===== config.mk =====
export PLATFORM = sky130hd
export DESIGN_NAME = ram_load_flat
export DESIGN_NICKNAME = d
export VERILOG_FILES = /design/src/hdl/cpu_bus_pkg.sv /design/src/hdl/cpu_isa_pkg.sv /design/src/hdl/mem_port_if.sv /design/src/hdl/ram_load.sv /design/src/flat_wrapper.sv
export VERILOG_INCLUDE_DIRS = /design/src /design/src/include
export SDC_FILE = /design/constraint.sdc
export NUM_CORES = 1
export LEC_CHECK = 0
export BUFFER_PORTS_ARGS = -buffer_cell sky130_fd_sc_hd__buf_2
export CELL_PAD_IN_SITES_DETAIL_PLACEMENT = 2
export CELL_PAD_IN_SITES_GLOBAL_PLACEMENT = 2
export CORE_MARGIN = 1
export CORE_UTILIZATION = 25
export CTS_BUF_LIST = sky130_fd_sc_hd__clkbuf_8
export DETAILED_ROUTE_END_ITERATION = 8
export PLACE_DENSITY = 0.91
export SYNTH_ARGS = -nofsm -noshare
export SYNTH_HDL_FRONTEND = slang
export SYNTH_SLANG_ARGS = --single-unit

===== constraint.sdc =====
create_clock -name ram_clk -period 6.6 [get_ports ram_clk]
set_clock_uncertainty 0.15 [all_clocks]
set_input_delay 0.33 -clock ram_clk [delete_from_list [all_inputs] [get_ports ram_clk]]
set_output_delay 0.33 -clock ram_clk [all_outputs]
set_load 0.1 [all_outputs]

===== src/include/cpu_defs.svh =====
// cpu_defs: widths, depths and sizes of the byte-serial core
`ifndef CPU_DEFS_SVH
`define CPU_DEFS_SVH

// ram address and byte width
`define ADDR_W 16
`define DATA_W 8

// register file size
`define REG_NUM 64

// ram bytes, addresses wrap modulo this
`define RAM_DEPTH 4096

// instruction length, also the jump step
`define INSTR_BYTES 4

`endif


===== src/hdl/cpu_bus_pkg.sv =====
// cpu_bus_pkg: address, byte and register index types of the core buses
`include "cpu_defs.svh"

package cpu_bus_pkg;

  typedef logic [`ADDR_W-1:0] addr_t;

  typedef logic [`DATA_W-1:0] data_t;

  // index sums wrap over the register file
  typedef logic [$clog2(`REG_NUM)-1:0] reg_idx_t;

endpackage


===== src/hdl/cpu_isa_pkg.sv =====
// cpu_isa_pkg: opcodes, alu operations and the command passed to the execute units
`include "cpu_defs.svh"

package cpu_isa_pkg;

  typedef enum logic [`DATA_W-1:0] {
    LOADFROMRAM = 1,
    JUMPMINUS   = 2,
    WRITETORAM  = 3,
    ADD8        = 4,
    JUMPPLUS    = 5,
    ADDNUM8     = 6,
    READFROMRAM = 7,
    SAVETORAM   = 8,
    SET8        = 9
  } opcode_e;

  typedef enum logic [1:0] {ADD, ADDNUM, SETNUM} alu_op_e;

  // destination is src2_start for ADD, src_start otherwise
  typedef struct packed {
    alu_op_e               alu_op;
    cpu_bus_pkg::reg_idx_t src_start;
    cpu_bus_pkg::reg_idx_t src2_start;
    cpu_bus_pkg::data_t    value;
    cpu_bus_pkg::data_t    length;
    cpu_bus_pkg::addr_t    ram_addr;
  } exec_cmd_t;

endpackage


===== src/hdl/mem_port_if.sv =====
// mem_port_if: single byte request/ready port between a client and a memory server
`timescale 1ns/100ps

interface mem_port_if;

  logic               req;
  logic               we;
  cpu_bus_pkg::addr_t addr;
  cpu_bus_pkg::data_t wdata;
  logic               ready;
  cpu_bus_pkg::data_t rdata;

  // request fields stay steady until ready
  modport client (output req, we, addr, wdata, input ready, rdata);

  modport server (input req, we, addr, wdata, output ready, rdata);

endinterface


===== src/hdl/ram_load.sv =====
// ram_load: copies a block of RAM bytes into consecutive registers
`timescale 1ns/100ps

module ram_load (
  input  logic                   ram_clk,
  input  logic                   stage3_read,
  input  logic                   start,
  input  cpu_isa_pkg::exec_cmd_t cmd,
  output logic                   done,
  mem_port_if.client             ram,
  mem_port_if.client             regs
);

  typedef enum logic [1:0] {ST_IDLE, ST_RAM_RD, ST_REG_WR} state_e;

  state_e             state;
  cpu_bus_pkg::data_t cnt;
  cpu_bus_pkg::data_t byte_q;
  logic               ram_req;
  logic               reg_req;

  assign ram.req   = ram_req;
  assign ram.we    = 1'b0;
  assign ram.addr  = cmd.ram_addr + cpu_bus_pkg::addr_t'(cnt);
  assign ram.wdata = '0;

  assign regs.req   = reg_req;
  assign regs.we    = 1'b1;
  assign regs.addr  = cpu_bus_pkg::addr_t'(cpu_bus_pkg::reg_idx_t'(cmd.src_start + cnt));
  assign regs.wdata = byte_q;

  always_ff @(posedge ram_clk or posedge stage3_read) begin
    if (stage3_read) begin
      state   <= ST_IDLE;
      cnt     <= '0;
      ram_req <= 1'b0;
      reg_req <= 1'b0;
      done    <= 1'b0;
    end else begin
      done <= 1'b0;
      case (state)
        ST_IDLE: begin
          if (start) begin
            cnt <= '0;
            if (cmd.length == '0) begin
              done <= 1'b1;
            end else begin
              ram_req <= 1'b1;
              state   <= ST_RAM_RD;
            end
          end
        end
        ST_RAM_RD: begin
          if (ram.ready) begin
            ram_req <= 1'b0;
            reg_req <= 1'b1;
            state   <= ST_REG_WR;
          end
        end
        default: begin
          if (regs.ready) begin
            reg_req <= 1'b0;
            cnt     <= cnt + 1'b1;
            if (cnt + 1'b1 == cmd.length) begin
              done  <= 1'b1;
              state <= ST_IDLE;
            end else begin
              ram_req <= 1'b1;
              state   <= ST_RAM_RD;
            end
          end
        end
      endcase
    end
  end

  always_ff @(posedge ram_clk) begin
    if (state == ST_RAM_RD && ram.ready) begin
      byte_q <= ram.rdata;
    end
  end

endmodule


===== src/flat_wrapper.sv =====
// flat-port wrapper written by rule: the top's interface ports become plain ports
module ram_load_flat 
  (ram_clk, stage3_read, start, cmd, done, ram_req, ram_we, ram_addr, ram_wdata, ram_ready, ram_rdata, regs_req, regs_we, regs_addr, regs_wdata, regs_ready, regs_rdata);
  mem_port_if ram_i ();
  mem_port_if regs_i ();
  input  logic ram_clk;
  input  logic stage3_read;
  input  logic start;
  input  cpu_isa_pkg::exec_cmd_t cmd;
  output logic done;
  output wire logic [$bits(ram_i.req)-1:0] ram_req;
  output wire logic [$bits(ram_i.we)-1:0] ram_we;
  output wire logic [$bits(ram_i.addr)-1:0] ram_addr;
  output wire logic [$bits(ram_i.wdata)-1:0] ram_wdata;
  input wire logic [$bits(ram_i.ready)-1:0] ram_ready;
  input wire logic [$bits(ram_i.rdata)-1:0] ram_rdata;
  output wire logic [$bits(regs_i.req)-1:0] regs_req;
  output wire logic [$bits(regs_i.we)-1:0] regs_we;
  output wire logic [$bits(regs_i.addr)-1:0] regs_addr;
  output wire logic [$bits(regs_i.wdata)-1:0] regs_wdata;
  input wire logic [$bits(regs_i.ready)-1:0] regs_ready;
  input wire logic [$bits(regs_i.rdata)-1:0] regs_rdata;
  assign ram_req = ram_i.req;
  assign ram_we = ram_i.we;
  assign ram_addr = ram_i.addr;
  assign ram_wdata = ram_i.wdata;
  assign ram_i.ready = ram_ready;
  assign ram_i.rdata = ram_rdata;
  assign regs_req = regs_i.req;
  assign regs_we = regs_i.we;
  assign regs_addr = regs_i.addr;
  assign regs_wdata = regs_i.wdata;
  assign regs_i.ready = regs_ready;
  assign regs_i.rdata = regs_rdata;
  ram_load u_core (.ram_clk(ram_clk), .stage3_read(stage3_read), .start(start), .cmd(cmd), .done(done), .ram(ram_i), .regs(regs_i));
endmodule

==> run summary <==
The number of buffers on the longest clock path came out at 2. Static timing analysis puts the maximum clock frequency at 0.2693 GHz. Of the total power, registers draw 21.3%.

The type of the worst min-delay path is in2reg. The starting utilization of the core area came out at 25.86%. The worst setup path is launched from a flip-flop.

The fraction of synthesis flops using an asynchronous set or reset pin is 61.90%. For this run, the detailed router's first-pass iteration total came to 4. The clock reaches the later pin of the worst-skew pair after 0.27 ns. For this run, the post-layout net count is 365. In this run, synthesis produced a sequential element count of 21.

Among all flip-flop cells after synthesis, the most frequent one is dfrtp_1. The startpoint identified for the worst hold timing path is ram_rdata[7]. The count of warnings emitted by yosys is 0, and the clock network fraction of design power is 8.8%. In this run the horizontal extent of the chip is 88.39 um. The via count of the first global-routing pass is 1935, and the die extent in y is 88.39 um.

The startpoint identified for the worst register-to-register timing path is u_core.cnt[1]. In this run the clock root is driven by a clkbuf_8. The number of instances resized during post-cts repair came out at 0. After detailed routing, the average wire length per cell comes to 14.82 um. The final number of hold-violating endpoints came out at 0. The number of I/O port buffers is 75, and the internal portion of total power is 332.5 uW. The logs give 0 for the setup fix buffers added after clock tree synthesis and 0 for the final setup violation count. In the routed layout, each cell is associated on average with a via count of 4.582.

The run gives 3 as the CTS buffer count. The analysis attributes to net switching a power of 658.7 uW. The first global-routing pass estimated 8.970 mm of wire. The fraction of the yosys area taken by sequential cells is 30.32%. The gate count after technology mapping is 207. TritonCTS built the clock tree. Detailed placement finished with a half-perimeter wire length of 4.621 mm. The tools report the count of max-cap constraint violations as 0. Setup repair after global routing left no endpoint under its margin.

Area of the core: 7214 um^2. The run gives 14 as the largest net degree at the start of global routing. For the data arrival time of the critical path, the log shows 3.23 ns. The number of levels in the clock H-tree is 1, and the average size of a mapped cell is 9.012 um^2. For the part of the power in combinational logic, the log shows 69.9%.

The logs give 0 for the final antenna diode count and 1866 um^2 for the synthesized area. Global routing consumed, over all layers together, 14.60% of the routing resources. Once detail routing completed, the nets flagged for antenna violations numbered 0. Hold timing on the final database bottoms out at a slack of 0.08478 ns.

Pin placement for this block handled 120 I/O pins. The run gives 0 as the final routed DRC violation total. The count of clock tree sinks was 21; the data required time of the critical path was 6.12 ns. Clock-pin slew was measured on the worst setup and hold paths at 0.08 ns.

For the global-route congestion overflow total, the log shows 0. The layout overhead on the synthesized area came out at 24.21%. The max-slew violation count came out at 0. The detailed router finished its first iteration with 83 violations.

At the pin with the least slew margin, the transition time is 0.7656 ns. The number of standard-cell rows in the floorplan is 31. The maximum fanout along the worst path was 9; the number of unique standard cell types used by synthesis was 41. The tools report the initial antenna violation count as 0.

The worst setup path is captured at a primary output. The floorplan step defined a die boundary enclosing 7812 um^2. The switching power share of the total works out to 66.46%. The number of synthesized flops with an enable pin came out at 8. IR analysis of the VDD net gives a maximum drop of 0.1812 mV. For this design the ratio of total power to cell area is 427.7 nW/um^2.

The worst path uses 56.26% of the clock period. The run gives 1741 as the via count. The aggregate routed wire length came out at 5.631 mm. The startpoint of the worst setup timing path is u_core.cnt[0]. The final sum of negative setup slack was 0 ns. The worst setup path is of the reg2out kind.

The run finished with clean final reports. The clock period could shrink to 3.713 ns. Headroom to the max-slew limit came out at 48.77%. The analysis attributes to cell leakage a power of 0.001147 uW. The final weighted congestion in routability-driven placement is 0.7641, and the fraction of final layout cells with drive strength greater than 1 is 29.18%.
[cells by family (layout without fill, tap and decap cells)]
| kind of cell | after synthesis | count (layout) | share of synthesized area (%) |
|---|---|---|---|
| other cells | 2 | 20 | 0.4026 |
| flops | 21 | 21 | 30.32 |
| compound gates | 49 | 49 | 17.64 |
| simple gates | 53 | 53 | 14.42 |
| fa+ha+maj | 16 | 16 | 11.54 |
| buf+inv | 36 | 92 | 11.60 |
| xor+xnor | 30 | 30 | 14.08 |
[what timing repair did]
action,CTS,global route
setup endpoints to repair,0,0
hold buffers,1,0
hold endpoints to repair,13,0
[cell type report]
| type | instances | area, um^2 |
|---|---|---|
| well taps | 99 | 123.9 |
| flip-flops and latches | 21 | 565.5 |
| repair buffers | 76 | 385.4 |
| inverters | 12 | 45.04 |
| clock inverters | 1 | 5.005 |
| multi-input cells | 168 | 1151 |
| fillers | 880 | 4897 |
| clock buffers | 3 | 41.29 |
[sequential cells by signal, indices dropped and copies added, names as in the netlist]
signal,cells
u_core.done,1
u_core.regs.wdata,8
u_core.ram.req,1
u_core.state,2
u_core.regs.req,1
u_core.cnt,8
[final timing paths]
| kind | to | slack (ns) | depth (start not counted) |
|---|---|---|---|
| setup / recovery | ram_addr[14] | 2.89 | 9 |
| hold / removal | u_core.regs.wdata[7] | 0.08 | 1 |
| setup reg to reg | u_core.ram.req | 4.07 | 7 |
| hold reg to reg | u_core.regs.req | 0.34 | 1 |
| max in group asynchronous | u_core.done | 5.43 | 3 |
| min in group asynchronous | u_core.regs.req | 0.52 | 3 |
[synthesized netlist by cell type, drive strengths merged (2+ instances only)]
library cell	number	share of area, %
a21o	5	2.0
a21oi	10	2.7
a22o	2	0.94
a31oi	3	1.0
and2	3	1.0
and3	4	1.6
buf	23	9.0
conb	2	0.40
dfrtp	13	17
edfxtp	8	13
fa	2	2.1
ha	14	9.4
inv	12	2.4
nand2	13	2.6
nand2b	2	0.67
nand3	5	1.3
nand4	2	0.67
nor2	15	3.0
nor2b	3	1.0
nor4	2	0.67
o21a	3	1.2
o21ai	15	4.0
o21bai	3	1.2
o31ai	3	1.2
xnor2	18	8.5
xor2	12	5.6
[critical path: stages (launching register included)]
cell,delay [ns]
dfrtp_1,0.51
ha_1,0.27
fa_1,0.41
a21o_1,0.18
a21oi_1,0.27
o21ai_0,0.15
a21oi_1,0.35
and3b_1,0.24
xor2_1,0.12
buf_2,0.44
[per-stage QoR]
step / cells / setup slack [ns] / instance area, um^2 / total power, uW / util, %
floorplan: 225 / 2.681 / 1933 / 809.2 / -
global placement: 375 / 3.245 / 2261 / 890.9 / 31.34
detailed placement: 375 / 3.181 / 2261 / 909.3 / 31.34
CTS: 380 / 2.861 / 2317 / 998.9 / 32.12
global route: 380 / 2.712 / 2317 / 1042 / 32.12
finish: 380 / 2.887 / 2317 / 991.2 / 32.12
[placed cells by master (no fill, tap or decap), types with 5 or more instances in the layout]
cell type  count
a21o_1         5
a21oi_1       10
buf_2         75
conb_1        20
dfrtp_1       13
edfxtp_1       8
ha_1          14
inv_1         11
nand2_1       13
nand3_1        5
nor2_1        15
o21ai_0       14
xnor2_1       18
xor2_1        12
[power by group through the flow]
stage	registers [uW]	clock network (uW)	logic, uW
after detailed placement	214	0	696
after global routing	217	94.8	730
after global placement	210	0	681
final	211	87.6	693
after floorplan	302	0	507
after CTS	211	89.3	698
[metal layers]
layer	up-vias	part of all wire [%]	routed length, um	GRT usage [%]
met2	55	55	3074	28.67
met4	0	0.99	56	3.666
li1	831	-	-	-
met1	850	41	2287	17.02
met3	5	3.8	214	0.9328
met5	-	0	0	0
Note: power is estimated with default switching activity, not from simulation.
