### src/include/cpu_defs.svh
// cpu_defs: widths, depths and sizes of the byte-serial core
`ifndef CPU_DEFS_SVH
`define CPU_DEFS_SVH

// ram address and byte width
`define ADDR_W 16
`define DATA_W 8

// register file size
`define REG_NUM 64

// ram bytes, addresses wrap modulo this
`define RAM_DEPTH 4096

// instruction length, also the jump step
`define INSTR_BYTES 4

`endif

### src/hdl/cpu_bus_pkg.sv
// cpu_bus_pkg: address, byte and register index types of the core buses
`include "cpu_defs.svh"

package cpu_bus_pkg;

  typedef logic [`ADDR_W-1:0] addr_t;

  typedef logic [`DATA_W-1:0] data_t;

  // index sums wrap over the register file
  typedef logic [$clog2(`REG_NUM)-1:0] reg_idx_t;

endpackage

### src/hdl/mem_port_if.sv
// mem_port_if: single byte request/ready port between a client and a memory server
`timescale 1ns/100ps

interface mem_port_if;

  logic               req;
  logic               we;
  cpu_bus_pkg::addr_t addr;
  cpu_bus_pkg::data_t wdata;
  logic               ready;
  cpu_bus_pkg::data_t rdata;

  // request fields stay steady until ready
  modport client (output req, we, addr, wdata, input ready, rdata);

  modport server (input req, we, addr, wdata, output ready, rdata);

endinterface

### src/hdl/register_file.sv
// register_file: 64-byte register array serving four ports in fixed priority
`timescale 1ns/100ps
`include "cpu_defs.svh"

module register_file (
  input  logic       ram_clk,
  input  logic       stage3_read,
  mem_port_if.server fetch,
  mem_port_if.server load,
  mem_port_if.server alu,
  mem_port_if.server store
);

  logic [3:0]            req_v;
  logic [3:0]            we_v;
  logic [3:0]            ready_q;
  cpu_bus_pkg::addr_t    addr_v [4];
  cpu_bus_pkg::data_t    wdata_v [4];
  cpu_bus_pkg::data_t    regs_q [`REG_NUM];
  cpu_bus_pkg::data_t    rdata_q;
  cpu_bus_pkg::reg_idx_t idx;
  logic [1:0]            sel;
  logic                  hit;

  assign req_v   = {store.req, alu.req, load.req, fetch.req};
  assign we_v    = {store.we, alu.we, load.we, fetch.we};
  assign addr_v  = '{fetch.addr, load.addr, alu.addr, store.addr};
  assign wdata_v = '{fetch.wdata, load.wdata, alu.wdata, store.wdata};
  assign idx     = cpu_bus_pkg::reg_idx_t'(addr_v[sel]);

  // one transfer per cycle, lowest index wins
  always_comb begin
    hit = 1'b0;
    sel = '0;
    for (int i = 3; i >= 0; i--) begin
      if (req_v[i] && !ready_q[i]) begin
        hit = 1'b1;
        sel = 2'(i);
      end
    end
  end

  always_ff @(posedge ram_clk or posedge stage3_read) begin
    if (stage3_read) begin
      ready_q <= '0;
      for (int i = 0; i < `REG_NUM; i++) begin
        regs_q[i] <= '0;
      end
    end else begin
      ready_q <= '0;
      if (hit) begin
        ready_q[sel] <= 1'b1;
        if (we_v[sel]) begin
          regs_q[idx] <= wdata_v[sel];
        end
      end
    end
  end

  always_ff @(posedge ram_clk) begin
    if (hit) begin
      rdata_q <= regs_q[idx];
    end
  end

  assign fetch.ready = ready_q[0];
  assign load.ready  = ready_q[1];
  assign alu.ready   = ready_q[2];
  assign store.ready = ready_q[3];
  assign fetch.rdata = rdata_q;
  assign load.rdata  = rdata_q;
  assign alu.rdata   = rdata_q;
  assign store.rdata = rdata_q;

  // fetch and store only ever read registers
  a_read_only: assert property (@(posedge ram_clk) disable iff (stage3_read)
    !(fetch.req && fetch.we) && !(store.req && store.we));

endmodule

### src/flat_wrapper.sv
// flat-port wrapper written by rule: the top's interface ports become plain ports
module register_file_flat 
  (ram_clk, stage3_read, fetch_req, fetch_we, fetch_addr, fetch_wdata, fetch_ready, fetch_rdata, load_req, load_we, load_addr, load_wdata, load_ready, load_rdata, alu_req, alu_we, alu_addr, alu_wdata, alu_ready, alu_rdata, store_req, store_we, store_addr, store_wdata, store_ready, store_rdata);
  mem_port_if fetch_i ();
  mem_port_if load_i ();
  mem_port_if alu_i ();
  mem_port_if store_i ();
  input  logic ram_clk;
  input  logic stage3_read;
  input wire logic [$bits(fetch_i.req)-1:0] fetch_req;
  input wire logic [$bits(fetch_i.we)-1:0] fetch_we;
  input wire logic [$bits(fetch_i.addr)-1:0] fetch_addr;
  input wire logic [$bits(fetch_i.wdata)-1:0] fetch_wdata;
  output wire logic [$bits(fetch_i.ready)-1:0] fetch_ready;
  output wire logic [$bits(fetch_i.rdata)-1:0] fetch_rdata;
  input wire logic [$bits(load_i.req)-1:0] load_req;
  input wire logic [$bits(load_i.we)-1:0] load_we;
  input wire logic [$bits(load_i.addr)-1:0] load_addr;
  input wire logic [$bits(load_i.wdata)-1:0] load_wdata;
  output wire logic [$bits(load_i.ready)-1:0] load_ready;
  output wire logic [$bits(load_i.rdata)-1:0] load_rdata;
  input wire logic [$bits(alu_i.req)-1:0] alu_req;
  input wire logic [$bits(alu_i.we)-1:0] alu_we;
  input wire logic [$bits(alu_i.addr)-1:0] alu_addr;
  input wire logic [$bits(alu_i.wdata)-1:0] alu_wdata;
  output wire logic [$bits(alu_i.ready)-1:0] alu_ready;
  output wire logic [$bits(alu_i.rdata)-1:0] alu_rdata;
  input wire logic [$bits(store_i.req)-1:0] store_req;
  input wire logic [$bits(store_i.we)-1:0] store_we;
  input wire logic [$bits(store_i.addr)-1:0] store_addr;
  input wire logic [$bits(store_i.wdata)-1:0] store_wdata;
  output wire logic [$bits(store_i.ready)-1:0] store_ready;
  output wire logic [$bits(store_i.rdata)-1:0] store_rdata;
  assign fetch_i.req = fetch_req;
  assign fetch_i.we = fetch_we;
  assign fetch_i.addr = fetch_addr;
  assign fetch_i.wdata = fetch_wdata;
  assign fetch_ready = fetch_i.ready;
  assign fetch_rdata = fetch_i.rdata;
  assign load_i.req = load_req;
  assign load_i.we = load_we;
  assign load_i.addr = load_addr;
  assign load_i.wdata = load_wdata;
  assign load_ready = load_i.ready;
  assign load_rdata = load_i.rdata;
  assign alu_i.req = alu_req;
  assign alu_i.we = alu_we;
  assign alu_i.addr = alu_addr;
  assign alu_i.wdata = alu_wdata;
  assign alu_ready = alu_i.ready;
  assign alu_rdata = alu_i.rdata;
  assign store_i.req = store_req;
  assign store_i.we = store_we;
  assign store_i.addr = store_addr;
  assign store_i.wdata = store_wdata;
  assign store_ready = store_i.ready;
  assign store_rdata = store_i.rdata;
  register_file u_core (.ram_clk(ram_clk), .stage3_read(stage3_read), .fetch(fetch_i), .load(load_i), .alu(alu_i), .store(store_i));
endmodule
### config.mk
export PLATFORM = sky130hd
export DESIGN_NAME = register_file_flat
export DESIGN_NICKNAME = d
export VERILOG_FILES = /design/src/hdl/cpu_bus_pkg.sv /design/src/hdl/mem_port_if.sv /design/src/hdl/register_file.sv /design/src/flat_wrapper.sv
export VERILOG_INCLUDE_DIRS = /design/src /design/src/include
export SDC_FILE = /design/constraint.sdc
export NUM_CORES = 1
export LEC_CHECK = 0
export BUFFER_PORTS_ARGS = -buffer_cell sky130_fd_sc_hd__buf_2
export CAP_MARGIN = 20
export CORE_UTILIZATION = 45
export DETAILED_ROUTE_END_ITERATION = 12
export PLACE_DENSITY_LB_ADDON = 0.25
export SETUP_SLACK_MARGIN = 0.15
export SYNTH_ARGS = -nofsm -noshare
export SYNTH_HDL_FRONTEND = slang
export SYNTH_SLANG_ARGS = --single-unit
### constraint.sdc
create_clock -name ram_clk -period 21.5 [get_ports ram_clk]
set_input_delay 2.15 -clock ram_clk [delete_from_list [all_inputs] [get_ports ram_clk]]
set_output_delay 2.15 -clock ram_clk [all_outputs]
set_load 0.01 [all_outputs]
==> results by group <==
Critical path
  • Worst R2R Start: u_core.ready_q[2]
  • CP Launch Type: input pin
  • Critical path type: input pin to flip-flop
  • Most common cell on crit path: buf_4
  • CP Capture Type: flip-flop
  • Crit path cell chain: buf_2, and2b_4, o41ai_2, a2111o_2, buf_4, buf_4, nor2_2, buf_4, a22o_1, o41ai_1, o2111ai_1, or4_1
  • Critical path depth: 12
  • Worst reg-to-reg setup slack: 16,210 ps
  • Cell family with most CP delay: compound AO/OA/AOI/OAI gates
  • Critical Path Sink: u_core.alu.rdata[5]
  • Slowest cell on the critical path: buf_4
  • Crit path max fanout: 54
  • Critical path origin: load_req
  • WP data required: 21,830 ps
  • Max stage delay on crit path: 710 ps
  • Reg-to-reg endpoint: u_core.alu.rdata[5]
  • Critical path buffers and inverters: 4
  • R2R depth: 11
  • Crit path DAT: 6870 ps

Placed design
  • Placed cells: 3,141
  • PortBufs: 101
  • DP HPWL: 42.75 mm
  • GP Congestion: 0.9003
  • Post-Place Cell Area: 24,590 um^2

Timing
  • Final hold vios: 0
  • Slew headroom: 0.2194
  • Fmax: 152.9 MHz
  • Max Transition Viols Final: 0
  • Tmin final: 6539 ps
  • Skew final: 13.44 ps
  • RSZ-0062 raised after global routing: no
  • Actual slew at the worst max-slew pin: 1171 ps
  • Final setup fails: 0
  • Fin crit share: 0.3041
  • Final setup TNS: 0 ps

Drt
  • WL final: 71.87 mm
  • DRC Markers: 0
  • Met3 WL: 5.107 mm
  • Drt first pass iters: 8
  • Post-route ant nets: 0
  • Via/cell ratio: 5.884
  • WL/cell: 22.09 um
  • Initial DRC count: 2,087
  • Metal2 WL: 33.32 mm
  • Top Layer Used: met4
  • Vias: 19,148
  • Post-Route M1 WL: 31.35 mm

Global route
  • Remaining global-route overflow: 0
  • Initial antenna violation count: 1
  • Number of global-route vias before repair: 18,141
  • Largest net degree at the start of global routing: 194
  • GRT Overall Usage: 0.2686
  • First-pass GRT wire length: 109.9 mm

Synthesis
  • Yosys warning total: 0
  • Top FF cell, synth: dfrtp_1
  • Synth area leader: dfrtp_1
  • Syn_area_per_cell: 9.427 um^2
  • Synth area leaders: dfrtp_1 54%, a21oi_1 8.7%, nor2_1 5.7%, nand2_1 5.6%, o21ai_0 4.6%
  • Post-Synthesis Cell Area: 23,860 um^2
  • Post-synth EDFFs: 8
  • Synth Register Bits: 524
  • FFs w/ async S/R, synth: 0.9847
  • Top-area cell type share of the netlist area: 0.5412
  • Synth top cells by count: 516 x dfrtp_1, 417 x a21oi_1, 362 x nor2_1
  • Unique masters post-synth: 77
  • Syn_nets: 2,637
  • Sequential fraction of the synthesis area: 0.5512
  • Cells after Synth: 2,531
  • Count leader, synth: dfrtp_1

Floorplanning
  • Placeable core region: 52,450 um^2
  • Starting density of the core: 0.4550
  • Rows: 84
  • Die Wd: 232.3 um
  • Io pins: 142
  • Die Footprint: 53,950 um^2
  • Die Ht: 232.3 um

CTS
  • Post-CTS sizing: 0
  • CTS Buf Count: 55
  • Clock Tree Root: clkbuf_16
  • CTS Sinks: 524
  • H-tree Lvls: 2
  • Clock Path Buffers: 3
  • TritonCTS clock tree: yes
  • Worst skew pair latency: 610 ps
  • Post-CTS Setup Inserts: 0
  • Clk slew on worst S/H paths: 60 ps
  • Hold buffers post-CTS: 0

Status
  • Status: finished, final reports clean

Cells and area
  • Non-Filler Instances: 3,254
  • Final Net Count: 2,627
  • Fraction of layout instances using a drive strength above 1: 0.1271
  • Core Util, Final: 0.5058
  • Area Overhead vs Synth: 11.17%
  • Design area: 26,530 um^2

Power
  • Int Pwr: 2.236 mW
  • P_sw: 1.108 mW
  • Clock power frac: 0.286
  • Pwr Total: 3.344 mW
  • Max VDD drop: 74.78 uV
  • Reg power frac: 0.463
  • Switching Share: 0.3313
  • Combinational share of power: 0.250
  • Lkg Pwr: 11.75 nW
  • Power density over cell area: 126.0 nW/um^2

Job
  • Max-cap violations: 0

Hold path
  • Worst Hold Class: flip-flop to flip-flop
[metal layers]
metal,vias to the layer above,global-route usage
li1,8805,-
met1,9518,0.3748
met2,689,0.4203
met3,136,0.04789
met4,0,0.09334
met5,-,0
[placed cells by master (no fill, tap or decap), types with 6 or more instances in the layout]
master	Yosys	final
a21oi_1	417	417
a221o_1	8	8
a221oi_1	15	14
a222oi_1	10	10
a22o_1	17	17
a22oi_1	25	25
buf_2	81	101
buf_4	31	48
buf_6	4	9
clkbuf_1	105	14
clkbuf_16	0	55
clkbuf_8	0	13
clkinv_2	0	11
dfrtp_1	516	516
edfxtp_1	8	8
mux2_2	12	12
mux2i_1	94	94
nand2_1	358	358
nand3_1	37	37
nand4_1	8	8
nor2_1	362	359
nor2_2	14	16
nor3_1	8	8
nor4_1	12	12
nor4_2	7	6
nor4_4	8	9
o21ai_0	217	217
o22ai_1	40	40
[how the worst min path moves through the flow]
stage                                   from            endpoint  slack [ps]  cells past startpoint
after floorplan           u_core.regs_q[404]  u_core.regs_q[404]         440                      2
after global placement    u_core.regs_q[436]  u_core.regs_q[436]         450                      2
after detailed placement  u_core.regs_q[388]  u_core.regs_q[388]         460                      2
after CTS                 u_core.regs_q[388]  u_core.regs_q[388]         480                      2
after global routing      u_core.regs_q[423]  u_core.regs_q[423]         500                      2
final                     u_core.regs_q[490]  u_core.regs_q[490]         470                      2
[registers in the layout, indices dropped and copies added, names as in the netlist]
name	count
u_core.regs_q	512
u_core.ready_q	4
u_core.alu.rdata	8
[final cells by class]
type / instances / area (um^2)
antenna: 2 / 5.005
clock buffer: 82 / 1608
clock inverter: 18 / 201.4
fill: 4715 / 25920
inverter: 2 / 17.52
multi-input combinational: 1777 / 9647
sequential: 524 / 13150
tap: 688 / 860.8
timing repair buffer: 161 / 1035
[cell families (layout without fill, tap and decap cells)]
group,Yosys count,count (layout),synth area share
other,0,2,0
muxes,113,113,0.05060
and+or+nand+nor,844,844,0.1525
DFF,524,524,0.5512
buffers and inverters,230,263,0.04667
AOI/OAI and AO/OA,820,820,0.1990
[power by group through the flow]
| stage | sequential, mW | clock (mW) | combinational (mW) |
|---|---|---|---|
| after floorplan | 1.52 | 0 | 0.625 |
| after global placement | 1.54 | 0 | 0.801 |
| after detailed placement | 1.56 | 0 | 0.828 |
| after CTS | 1.55 | 0.972 | 0.831 |
| after global routing | 1.59 | 1.01 | 0.933 |
| final | 1.55 | 0.958 | 0.836 |
[worst min-delay path, cell delays in order, from the launching register on]
cell and delay [ps]:
dfrtp_1 340, nand2_1 40, o21ai_0 60
[through the flow]
step	setup slack [ps]	hold slack, ps
6_report	14960	473.9
5_1_grt	14860	497.5
4_1_cts	15090	476.4
3_5_place_dp	14450	463.6
3_3_place_gp	14440	454.0
2_1_floorplan	4937	441.8
Power figures use the tool's default switching activity.
