===== config.mk =====
export PLATFORM = sky130hd
export DESIGN_NAME = alu_exec_flat
export DESIGN_NICKNAME = d
export VERILOG_FILES = /design/src/hdl/cpu_bus_pkg.sv /design/src/hdl/cpu_isa_pkg.sv /design/src/hdl/mem_port_if.sv /design/src/hdl/alu_exec.sv /design/src/flat_wrapper.sv
export VERILOG_INCLUDE_DIRS = /design/src /design/src/include
export SDC_FILE = /design/constraint.sdc
export NUM_CORES = 1
export LEC_CHECK = 0
export ABC_AREA = 1
export BUFFER_PORTS_ARGS = -buffer_cell sky130_fd_sc_hd__clkbuf_2
export CAP_MARGIN = 20
export CORE_MARGIN = 4
export CORE_UTILIZATION = 55
export DETAILED_ROUTE_END_ITERATION = 7
export PLACE_DENSITY = 0.88
export SLEW_MARGIN = 25
export SYNTH_ARGS = -nofsm -noshare
export SYNTH_HDL_FRONTEND = slang
export SYNTH_SLANG_ARGS = --single-unit

===== constraint.sdc =====
create_clock -name ram_clk -period 5.9 [get_ports ram_clk]
set_clock_uncertainty 0.15 [all_clocks]
set_input_delay 0.885 -clock ram_clk [delete_from_list [all_inputs] [get_ports ram_clk]]
set_output_delay 0.885 -clock ram_clk [all_outputs]
set_load 0.005 [all_outputs]

===== src/include/cpu_defs.svh =====
// cpu_defs: widths, depths and sizes of the byte-serial core
`ifndef CPU_DEFS_SVH
`define CPU_DEFS_SVH

// ram address and byte width
`define ADDR_W 16
`define DATA_W 8

// register file size
`define REG_NUM 64

// ram bytes, addresses wrap modulo this
`define RAM_DEPTH 4096

// instruction length, also the jump step
`define INSTR_BYTES 4

`endif


===== src/hdl/cpu_bus_pkg.sv =====
// cpu_bus_pkg: address, byte and register index types of the core buses
`include "cpu_defs.svh"

package cpu_bus_pkg;

  typedef logic [`ADDR_W-1:0] addr_t;

  typedef logic [`DATA_W-1:0] data_t;

  // index sums wrap over the register file
  typedef logic [$clog2(`REG_NUM)-1:0] reg_idx_t;

endpackage


===== src/hdl/cpu_isa_pkg.sv =====
// cpu_isa_pkg: opcodes, alu operations and the command passed to the execute units
`include "cpu_defs.svh"

package cpu_isa_pkg;

  typedef enum logic [`DATA_W-1:0] {
    LOADFROMRAM = 1,
    JUMPMINUS   = 2,
    WRITETORAM  = 3,
    ADD8        = 4,
    JUMPPLUS    = 5,
    ADDNUM8     = 6,
    READFROMRAM = 7,
    SAVETORAM   = 8,
    SET8        = 9
  } opcode_e;

  typedef enum logic [1:0] {ADD, ADDNUM, SETNUM} alu_op_e;

  // destination is src2_start for ADD, src_start otherwise
  typedef struct packed {
    alu_op_e               alu_op;
    cpu_bus_pkg::reg_idx_t src_start;
    cpu_bus_pkg::reg_idx_t src2_start;
    cpu_bus_pkg::data_t    value;
    cpu_bus_pkg::data_t    length;
    cpu_bus_pkg::addr_t    ram_addr;
  } exec_cmd_t;

endpackage


===== src/hdl/mem_port_if.sv =====
// mem_port_if: single byte request/ready port between a client and a memory server
`timescale 1ns/100ps

interface mem_port_if;

  logic               req;
  logic               we;
  cpu_bus_pkg::addr_t addr;
  cpu_bus_pkg::data_t wdata;
  logic               ready;
  cpu_bus_pkg::data_t rdata;

  // request fields stay steady until ready
  modport client (output req, we, addr, wdata, input ready, rdata);

  modport server (input req, we, addr, wdata, output ready, rdata);

endinterface


===== src/hdl/alu_exec.sv =====
// alu_exec: byte-serial add, add-immediate and set over blocks of registers
`timescale 1ns/100ps

module alu_exec (
  input  logic                   ram_clk,
  input  logic                   stage3_read,
  input  logic                   start,
  input  cpu_isa_pkg::exec_cmd_t cmd,
  output logic                   done,
  mem_port_if.client             regs
);

  typedef enum logic [1:0] {ST_IDLE, ST_RD_A, ST_RD_B, ST_WR} state_e;

  state_e                state;
  cpu_bus_pkg::data_t    cnt;
  cpu_bus_pkg::data_t    acc;
  cpu_bus_pkg::reg_idx_t idx;
  logic                  req_q;

  // ADD writes back into the second block
  always_comb begin
    if (state == ST_RD_B || (state == ST_WR && cmd.alu_op == cpu_isa_pkg::ADD)) begin
      idx = cpu_bus_pkg::reg_idx_t'(cmd.src2_start + cnt);
    end else begin
      idx = cpu_bus_pkg::reg_idx_t'(cmd.src_start + cnt);
    end
  end

  assign regs.req   = req_q;
  assign regs.we    = (state == ST_WR);
  assign regs.addr  = cpu_bus_pkg::addr_t'(idx);
  assign regs.wdata = acc;

  always_ff @(posedge ram_clk or posedge stage3_read) begin
    if (stage3_read) begin
      state <= ST_IDLE;
      cnt   <= '0;
      req_q <= 1'b0;
      done  <= 1'b0;
    end else begin
      done <= 1'b0;
      if (state == ST_IDLE) begin
        if (start) begin
          cnt <= '0;
          if (cmd.length == '0) begin
            done <= 1'b1;
          end else begin
            state <= (cmd.alu_op == cpu_isa_pkg::SETNUM) ? ST_WR : ST_RD_A;
          end
        end
      end else if (req_q && regs.ready) begin
        // one idle cycle between transfers on the port
        req_q <= 1'b0;
        case (state)
          ST_RD_A: state <= (cmd.alu_op == cpu_isa_pkg::ADD) ? ST_RD_B : ST_WR;
          ST_RD_B: state <= ST_WR;
          default: begin
            cnt <= cnt + 1'b1;
            if (cnt + 1'b1 == cmd.length) begin
              done  <= 1'b1;
              state <= ST_IDLE;
            end else begin
              state <= (cmd.alu_op == cpu_isa_pkg::SETNUM) ? ST_WR : ST_RD_A;
            end
          end
        endcase
      end else if (!req_q) begin
        req_q <= 1'b1;
      end
    end
  end

  always_ff @(posedge ram_clk) begin
    if (state == ST_IDLE) begin
      acc <= cmd.value;
    end else if (req_q && regs.ready && state == ST_RD_A) begin
      acc <= (cmd.alu_op == cpu_isa_pkg::ADDNUM) ? regs.rdata + cmd.value : regs.rdata;
    end else if (req_q && regs.ready && state == ST_RD_B) begin
      acc <= acc + regs.rdata;
    end
  end

  // a pending read is not turned into a write
  a_no_wr_on_rd: assert property (@(posedge ram_clk) disable iff (stage3_read)
    regs.req && !regs.we && !regs.ready |=> regs.req && !regs.we);

endmodule


===== src/flat_wrapper.sv =====
// flat-port wrapper written by rule: the top's interface ports become plain ports
module alu_exec_flat 
  (ram_clk, stage3_read, start, cmd, done, regs_req, regs_we, regs_addr, regs_wdata, regs_ready, regs_rdata);
  mem_port_if regs_i ();
  input  logic ram_clk;
  input  logic stage3_read;
  input  logic start;
  input  cpu_isa_pkg::exec_cmd_t cmd;
  output logic done;
  output wire logic [$bits(regs_i.req)-1:0] regs_req;
  output wire logic [$bits(regs_i.we)-1:0] regs_we;
  output wire logic [$bits(regs_i.addr)-1:0] regs_addr;
  output wire logic [$bits(regs_i.wdata)-1:0] regs_wdata;
  input wire logic [$bits(regs_i.ready)-1:0] regs_ready;
  input wire logic [$bits(regs_i.rdata)-1:0] regs_rdata;
  assign regs_req = regs_i.req;
  assign regs_we = regs_i.we;
  assign regs_addr = regs_i.addr;
  assign regs_wdata = regs_i.wdata;
  assign regs_i.ready = regs_ready;
  assign regs_i.rdata = regs_rdata;
  alu_exec u_core (.ram_clk(ram_clk), .stage3_read(stage3_read), .start(start), .cmd(cmd), .done(done), .regs(regs_i));
endmodule

==> results.txt, run 1 <==
Status: complete, no violations
Cell count after synthesis: 336
Flop pwr share: 0.262
Post-synth cell types: 33
Fraction of registers with async set or reset after synthesis: 0.600
Hold/Removal Path Class: reg2reg
Yosys warns: 0
Top_reg_cell synth: dfrtp_1
Total power draw: 1.15 mW
Num CTS Buffers: 3
Placement Rows: 23
Nets: 481
Total grt overflow: 0
Setup WS pre-CTS: 2.06 ns
I/O Pins: 85
Vias: 2417
First-pass GRT wire length: 9830 um
Sw Ratio: 0.483
Crit path launch type: input pin
Die Ht: 73.0 um
Clk slew on worst S/H paths: 0.08 ns
Internal power: 0.592 mW
Share of Yosys cell area claimed by the top area cell type: 0.137
Die X-Extent: 73.0 um
CTS Hold Bufs: 0
Drt first-iter violations: 147
Setup-failing EPs final: 0
DR vias/cell: 5.43
Synth Register Bits: 20
Total Wirelength: 5810 um
Top cells by area, synth: nand2_1 14%, dfrtp_1 13%, ha_1 13%, edfxtp_1 10%, inv_1 8.6%
Post-route setup slack: 2.07 ns
Number of synthesized flops with an enable pin: 8
Net Sw Power: 0.554 mW
CTS root buf: clkbuf_8
Synth cell count leaders: 85 x nand2_1, 53 x inv_1, 27 x nand3_1
Global-route usage over all layers: 0.228
Post-route DRC: 0
Sum Neg Setup Slack: 0 ns
Total number of H-tree levels: 1
Sequential fraction of the synthesis area: 0.232
Proportion of layout cells with a drive suffix above 1: 0.200
TritonRoute pass-1 iters: 5
Clock power share: 0.083
Port bufs: 58
Relative slew slack: 0.505
Initial core utilization: 0.573
Mapped Area: 2330 sq um
Maximum fanout along the worst path: 7
Core Area: 4060 sq um
Diodes inserted: 0
Largest net degree at the start of global routing: 15
Cell Pwr Density: 429 nW/um^2
Final Hold Vio Count: 0
Final GP Congestion: 0.974
ANT nets after route: 0
Post CTS Setup Buffer Count: 0
Syn_area_per_cell: 6.92 sq um
Logic gate share of total power: 0.655
DP HPWL: 4810 um
Max-slew violations: 0
Count leader, synth: nand2_1
Largest area contributor in the netlist: nand2_1
WS Path Type: in2out
WP data required: 4.87 ns
Peak supply drop: 0.265 mV
Leak: 1.47 nW
Critical path capture point type: primary output
Max Cap Viol: 0
Clock Sinks: 20
Slew @ Worst Pin: 0.738 ns
Mean routed wirelength per cell: 13.0 um
Area Overhead vs Synth: 14.9%
Die area: 5330 sq um
Post-CTS sizing: 0
RSZ-0062 raised after global routing: false
Period minus WS final: 3.83 ns
WHS: 0.425 ns
Fmax: 261 MHz
CTS tree: built
Vias in the first global route: 2390
Period utilization: 0.650
Worst-Skew Late Latency: 0.26 ns
Antenna violations before repair: 0
Crit path DAT: 2.80 ns
CTS Buffer Depth: 2
==> kinds of logic (layout without fill, tap and decap cells) <==
logic type      after synthesis  in the layout  synth area share
mux                           5              5            0.0242
other cells                   1             10           0.00161
buf+inv                      66            116             0.124
fa+ha+maj                    27             27             0.155
compound gates               51             51             0.126
xor+xnor                     15             15            0.0565
simple gates                151            151             0.280
flops                        20             20             0.232
==> power groups by stage <==
stage / Clock, mW / Combinational, mW / Sequential (mW)
detailed placement: 0 / 0.742 / 0.303
global route: 0.104 / 0.857 / 0.310
CTS: 0.0972 / 0.750 / 0.300
finish: 0.0952 / 0.751 / 0.301
floorplan: 0 / 0.531 / 0.291
global placement: 0 / 0.715 / 0.301
==> metal layers <==
layer,part of all wire,vias to the layer above,track usage
li1,-,1201,-
met2,0.50,94,0.406
met5,0,-,0
met1,0.42,1113,0.277
met3,0.063,9,0.0262
met4,0.015,0,0.0922
==> area by class of cell <==
cell class	instances	area, sq um
multi-input cells	259	1530
fillers	369	1390
flip-flops and latches	20	541
repair buffers	58	290
inverters	54	203
well taps	50	62.6
clock buffers	4	45.0
==> state kept, by name (all words and copies together) (netlist names) <==
signal	cells
u_core.cnt	8
u_core.regs.wdata	8
u_core.state	2
u_core.done	1
u_core.regs.req	1
==> path summary, 6_finish.rpt <==
check                                      from                    to  slack, ns  depth (start not counted)
worst max register to register  u_core.state[0]  u_core.regs.wdata[6]       3.30                          6
worst max-delay path                    cmd[44]          regs_addr[5]       2.07                         13
worst min register to register    u_core.cnt[7]         u_core.cnt[7]       0.42                          2
min in group asynchronous           stage3_read       u_core.state[0]       0.47                          2
worst min-delay path              u_core.cnt[7]         u_core.cnt[7]       0.42                          2
max in group asynchronous           stage3_read         u_core.cnt[3]       4.80                          2
==> worst max-delay path: stages <==
cell and delay (ns):
clkbuf_2 0.10, inv_1 0.07, nand3_1 0.09, nand2_2 0.17
mux2_2 0.37, ha_1 0.33, a21oi_1 0.14, nand2_1 0.09
nand2_1 0.06, nand2_1 0.05, a21oi_1 0.15, xor2_1 0.16
clkbuf_2 0.13
==> through the flow <==
stage          cells  instance area [sq um]   util
5_1_grt          445                   2670  0.659
3_3_place_gp     441                   2630  0.648
2_1_floorplan    345                   2360      -
6_report         445                   2670  0.659
4_1_cts          445                   2670  0.659
3_5_place_dp     441                   2630  0.648
==> cells in the final DEF (no fill, tap or decap), types with 2 or more instances in the layout <==
master,n
edfxtp_1,8
or2_2,2
dfrtp_1,12
o21ai_0,14
fa_1,3
o211ai_1,3
nand2_1,85
clkbuf_2,58
nand3_1,27
a21oi_1,18
o21ai_1,3
nor2_1,23
o22ai_1,6
mux2_2,5
ha_1,24
inv_1,53
o21a_1,2
xor2_1,11
nand2_2,2
clkbuf_8,3
nor2_2,4
nand4_1,5
xnor2_1,4
conb_1,10
Power figures use the tool's default switching activity.
==> inputs of run 2 (changes only) <==
CORE_UTILIZATION = 51   (was 55)
PLACE_DENSITY = 0.82   (was 0.88)
clock period = 4.01 ns   (was 5.9 ns; I/O delays follow)
==> results.txt, run 2 (synthesis results as in run 1) <==
Most frequent cells in the layout: 85 x nand2_1, 58 x clkbuf_2, 53 x inv_1, 27 x nand3_1, 24 x ha_1
Die Ht: 75.5 um (+3.4%)
Crit-path max cell delay: 0.40 ns (+0.03 ns)
Area Overhead vs Synth: 15.0% (about the same)
Crit path launch type: register
Num CTS Buffers: 3 (unchanged)
Cell count along the critical path: 12 (-1)
Hold/Removal Path Class: in2async
DR vias/cell: 5.16 (-5.0%)
Crit path from: u_core.state[0]
CTS root buf: clkbuf_8
Core Util, Final: 0.610 (-0.0485)
Critical path capture point type: primary output
Die area: 5710 sq um (+7.0%)
Reg2Reg Launch Point: u_core.state[0]
First-pass GRT wire length: 8570 um (-13%)
Maximum fanout along the worst path: 7 (unchanged)
Critical Path Most Common Cell: nand2_1
Clock Sinks: 20 (unchanged)
Post-CTS sizing: 0 (unchanged)
Leak: 1.47 nW (about the same)
Commonest non-fill, non-tap cell in the layout: nand2_1
DP HPWL: 4750 um (-1.2%)
Die X-Extent: 75.5 um (+3.4%)
Period minus WS final: 3.38 ns
TritonRoute pass-1 iters: 4 (-1)
Clock power share: 0.084 (about the same)
R2R cell count: 6 (unchanged)
R2r setup slk: 1.37 ns (-1.93 ns)
Period utilization: 0.843
Max Cap Viol: 0 (unchanged)
Post CTS Setup Buffer Count: 0 (unchanged)
Largest net degree at the start of global routing: 15 (unchanged)
Cell family with most CP delay: adder cells
Worst path bufs/invs: 1 (-2)
Nets: 481 (unchanged)
CTS Hold Bufs: 0 (unchanged)
Initial core utilization: 0.531 (-0.0427)
Cell Pwr Density: 629 nW/um^2 (+47%)
Worst-Skew Late Latency: 0.27 ns (about the same)
Drt first-iter violations: 132 (-10%)
Sum Neg Setup Slack: 0 ns (unchanged)
Proportion of layout cells with a drive suffix above 1: 0.200 (unchanged)
WP data required: 3.26 ns (-1.61 ns)
CTS Buffer Depth: 2 (unchanged)
Total number of H-tree levels: 1 (unchanged)
Peak supply drop: 0.315 mV (+19%)
Total power draw: 1.68 mW (+47%)
Mean routed wirelength per cell: 12.7 um (-3.0%)
Logic gate share of total power: 0.652 (-0.003)
R2R Path End: u_core.regs.wdata[5]
Total Wirelength: 5660 um (-2.5%)
Final GP Congestion: 0.911 (-6.4%)
Max-slew violations: 0 (unchanged)
Final Hold Vio Count: 0 (unchanged)
ANT nets after route: 0 (unchanged)
I/O Pins: 85 (unchanged)
Placement Rows: 24 (+4.3%)
Clk slew on worst S/H paths: 0.08 ns (about the same)
Setup-failing EPs final: 0 (unchanged)
Fmax: 296 MHz
Crit path DAT: 2.63 ns (-0.17 ns)
Vias: 2307 (-4.6%)
Antenna violations before repair: 0 (unchanged)
Sw Ratio: 0.485 (+0.00135)
Status: complete, no violations
CTS tree: built
Post-route DRC: 0 (unchanged)
Internal power: 0.868 mW (+46%)
WS Path Type: reg2out
Diodes inserted: 0 (unchanged)
Global-route usage over all layers: 0.196 (-0.0324)
Relative slew slack: 0.459 (-0.0455)
Core Area: 4380 sq um (+8.0%)
CP max stage cell: dfrtp_1
Flop pwr share: 0.264 (+0.002)
Port bufs: 58 (unchanged)
Crit path cell chain: ha_1 -> nand3_1 -> nand2_2 -> mux2_2 -> ha_1 -> a21oi_1 -> nand2_1 -> nand2_1 -> nand2_1 -> a21oi_1 -> xor2_1 -> clkbuf_2
Total grt overflow: 0 (unchanged)
RSZ-0062 raised after global routing: false
Slew @ Worst Pin: 0.806 ns (+0.0678 ns)
CP endpoint: regs_addr[5]
Net Sw Power: 0.816 mW (+47%)
Vias in the first global route: 2023 (-15%)
## run 2: cell count changes in the layout (fill, tap and decap cells not counted)
cell and delta:
clkbuf_1 -1, clkinv_1 +1
## run 2: layout make-up
class,instances,area [sq um]
Multi-Input combinational cell,259,1530
Clock buffer,3,41.3
Sequential cell,20,541
Fill cell,420,1710
Inverter,54,203
Timing Repair Buffer,58,290
Tap cell,52,65.1
Clock inverter,1,3.75
## run 2: worst reg2reg max path: stages (launching register included)
cell and delay (ns):
dfrtp_1 0.42, inv_1 0.09, ha_1 0.50, inv_1 0.32, nand2_1 0.21, inv_1 0.12
o21ai_1 0.45
## run 2: power groups by stage
stage | clock [mW] | combinational, mW | sequential (mW)
5_1_grt | 0.151 | 1.25 | 0.458
3_5_place_dp | 0 | 1.09 | 0.448
2_1_floorplan | 0 | 0.781 | 0.428
4_1_cts | 0.144 | 1.10 | 0.443
3_3_place_gp | 0 | 1.06 | 0.444
6_report | 0.141 | 1.10 | 0.444
## run 2: how the worst min path moves through the flow
stage,start,endpoint,slack [ns],cells past startpoint
3_5_place_dp,u_core.regs.req,u_core.regs.req,0.40,2
4_1_cts,stage3_read,u_core.state[0],0.19,2
2_1_floorplan,stage3_read,u_core.cnt[0],0.32,1
6_report,stage3_read,u_core.regs.req,0.17,2
5_1_grt,stage3_read,u_core.regs.req,0.22,2
3_3_place_gp,u_core.regs.req,u_core.regs.req,0.39,2
## run 2: per-layer routing
metal  part of all wire  GRT usage
met5                  0          0
met4              0.014     0.0641
met2               0.50      0.356
met1               0.44      0.236
met3              0.045     0.0290
## run 2: per-stage QoR
step                cell area (sq um)  cells  hold WS, ns  setup WS [ns]
floorplan                        2360    345        0.316           1.13
global placement                 2630    443        0.392          0.790
detailed placement               2630    443        0.402          0.734
CTS                              2680    447        0.191          0.610
global route                     2680    447        0.221          0.436
finish                           2680    447        0.172          0.631
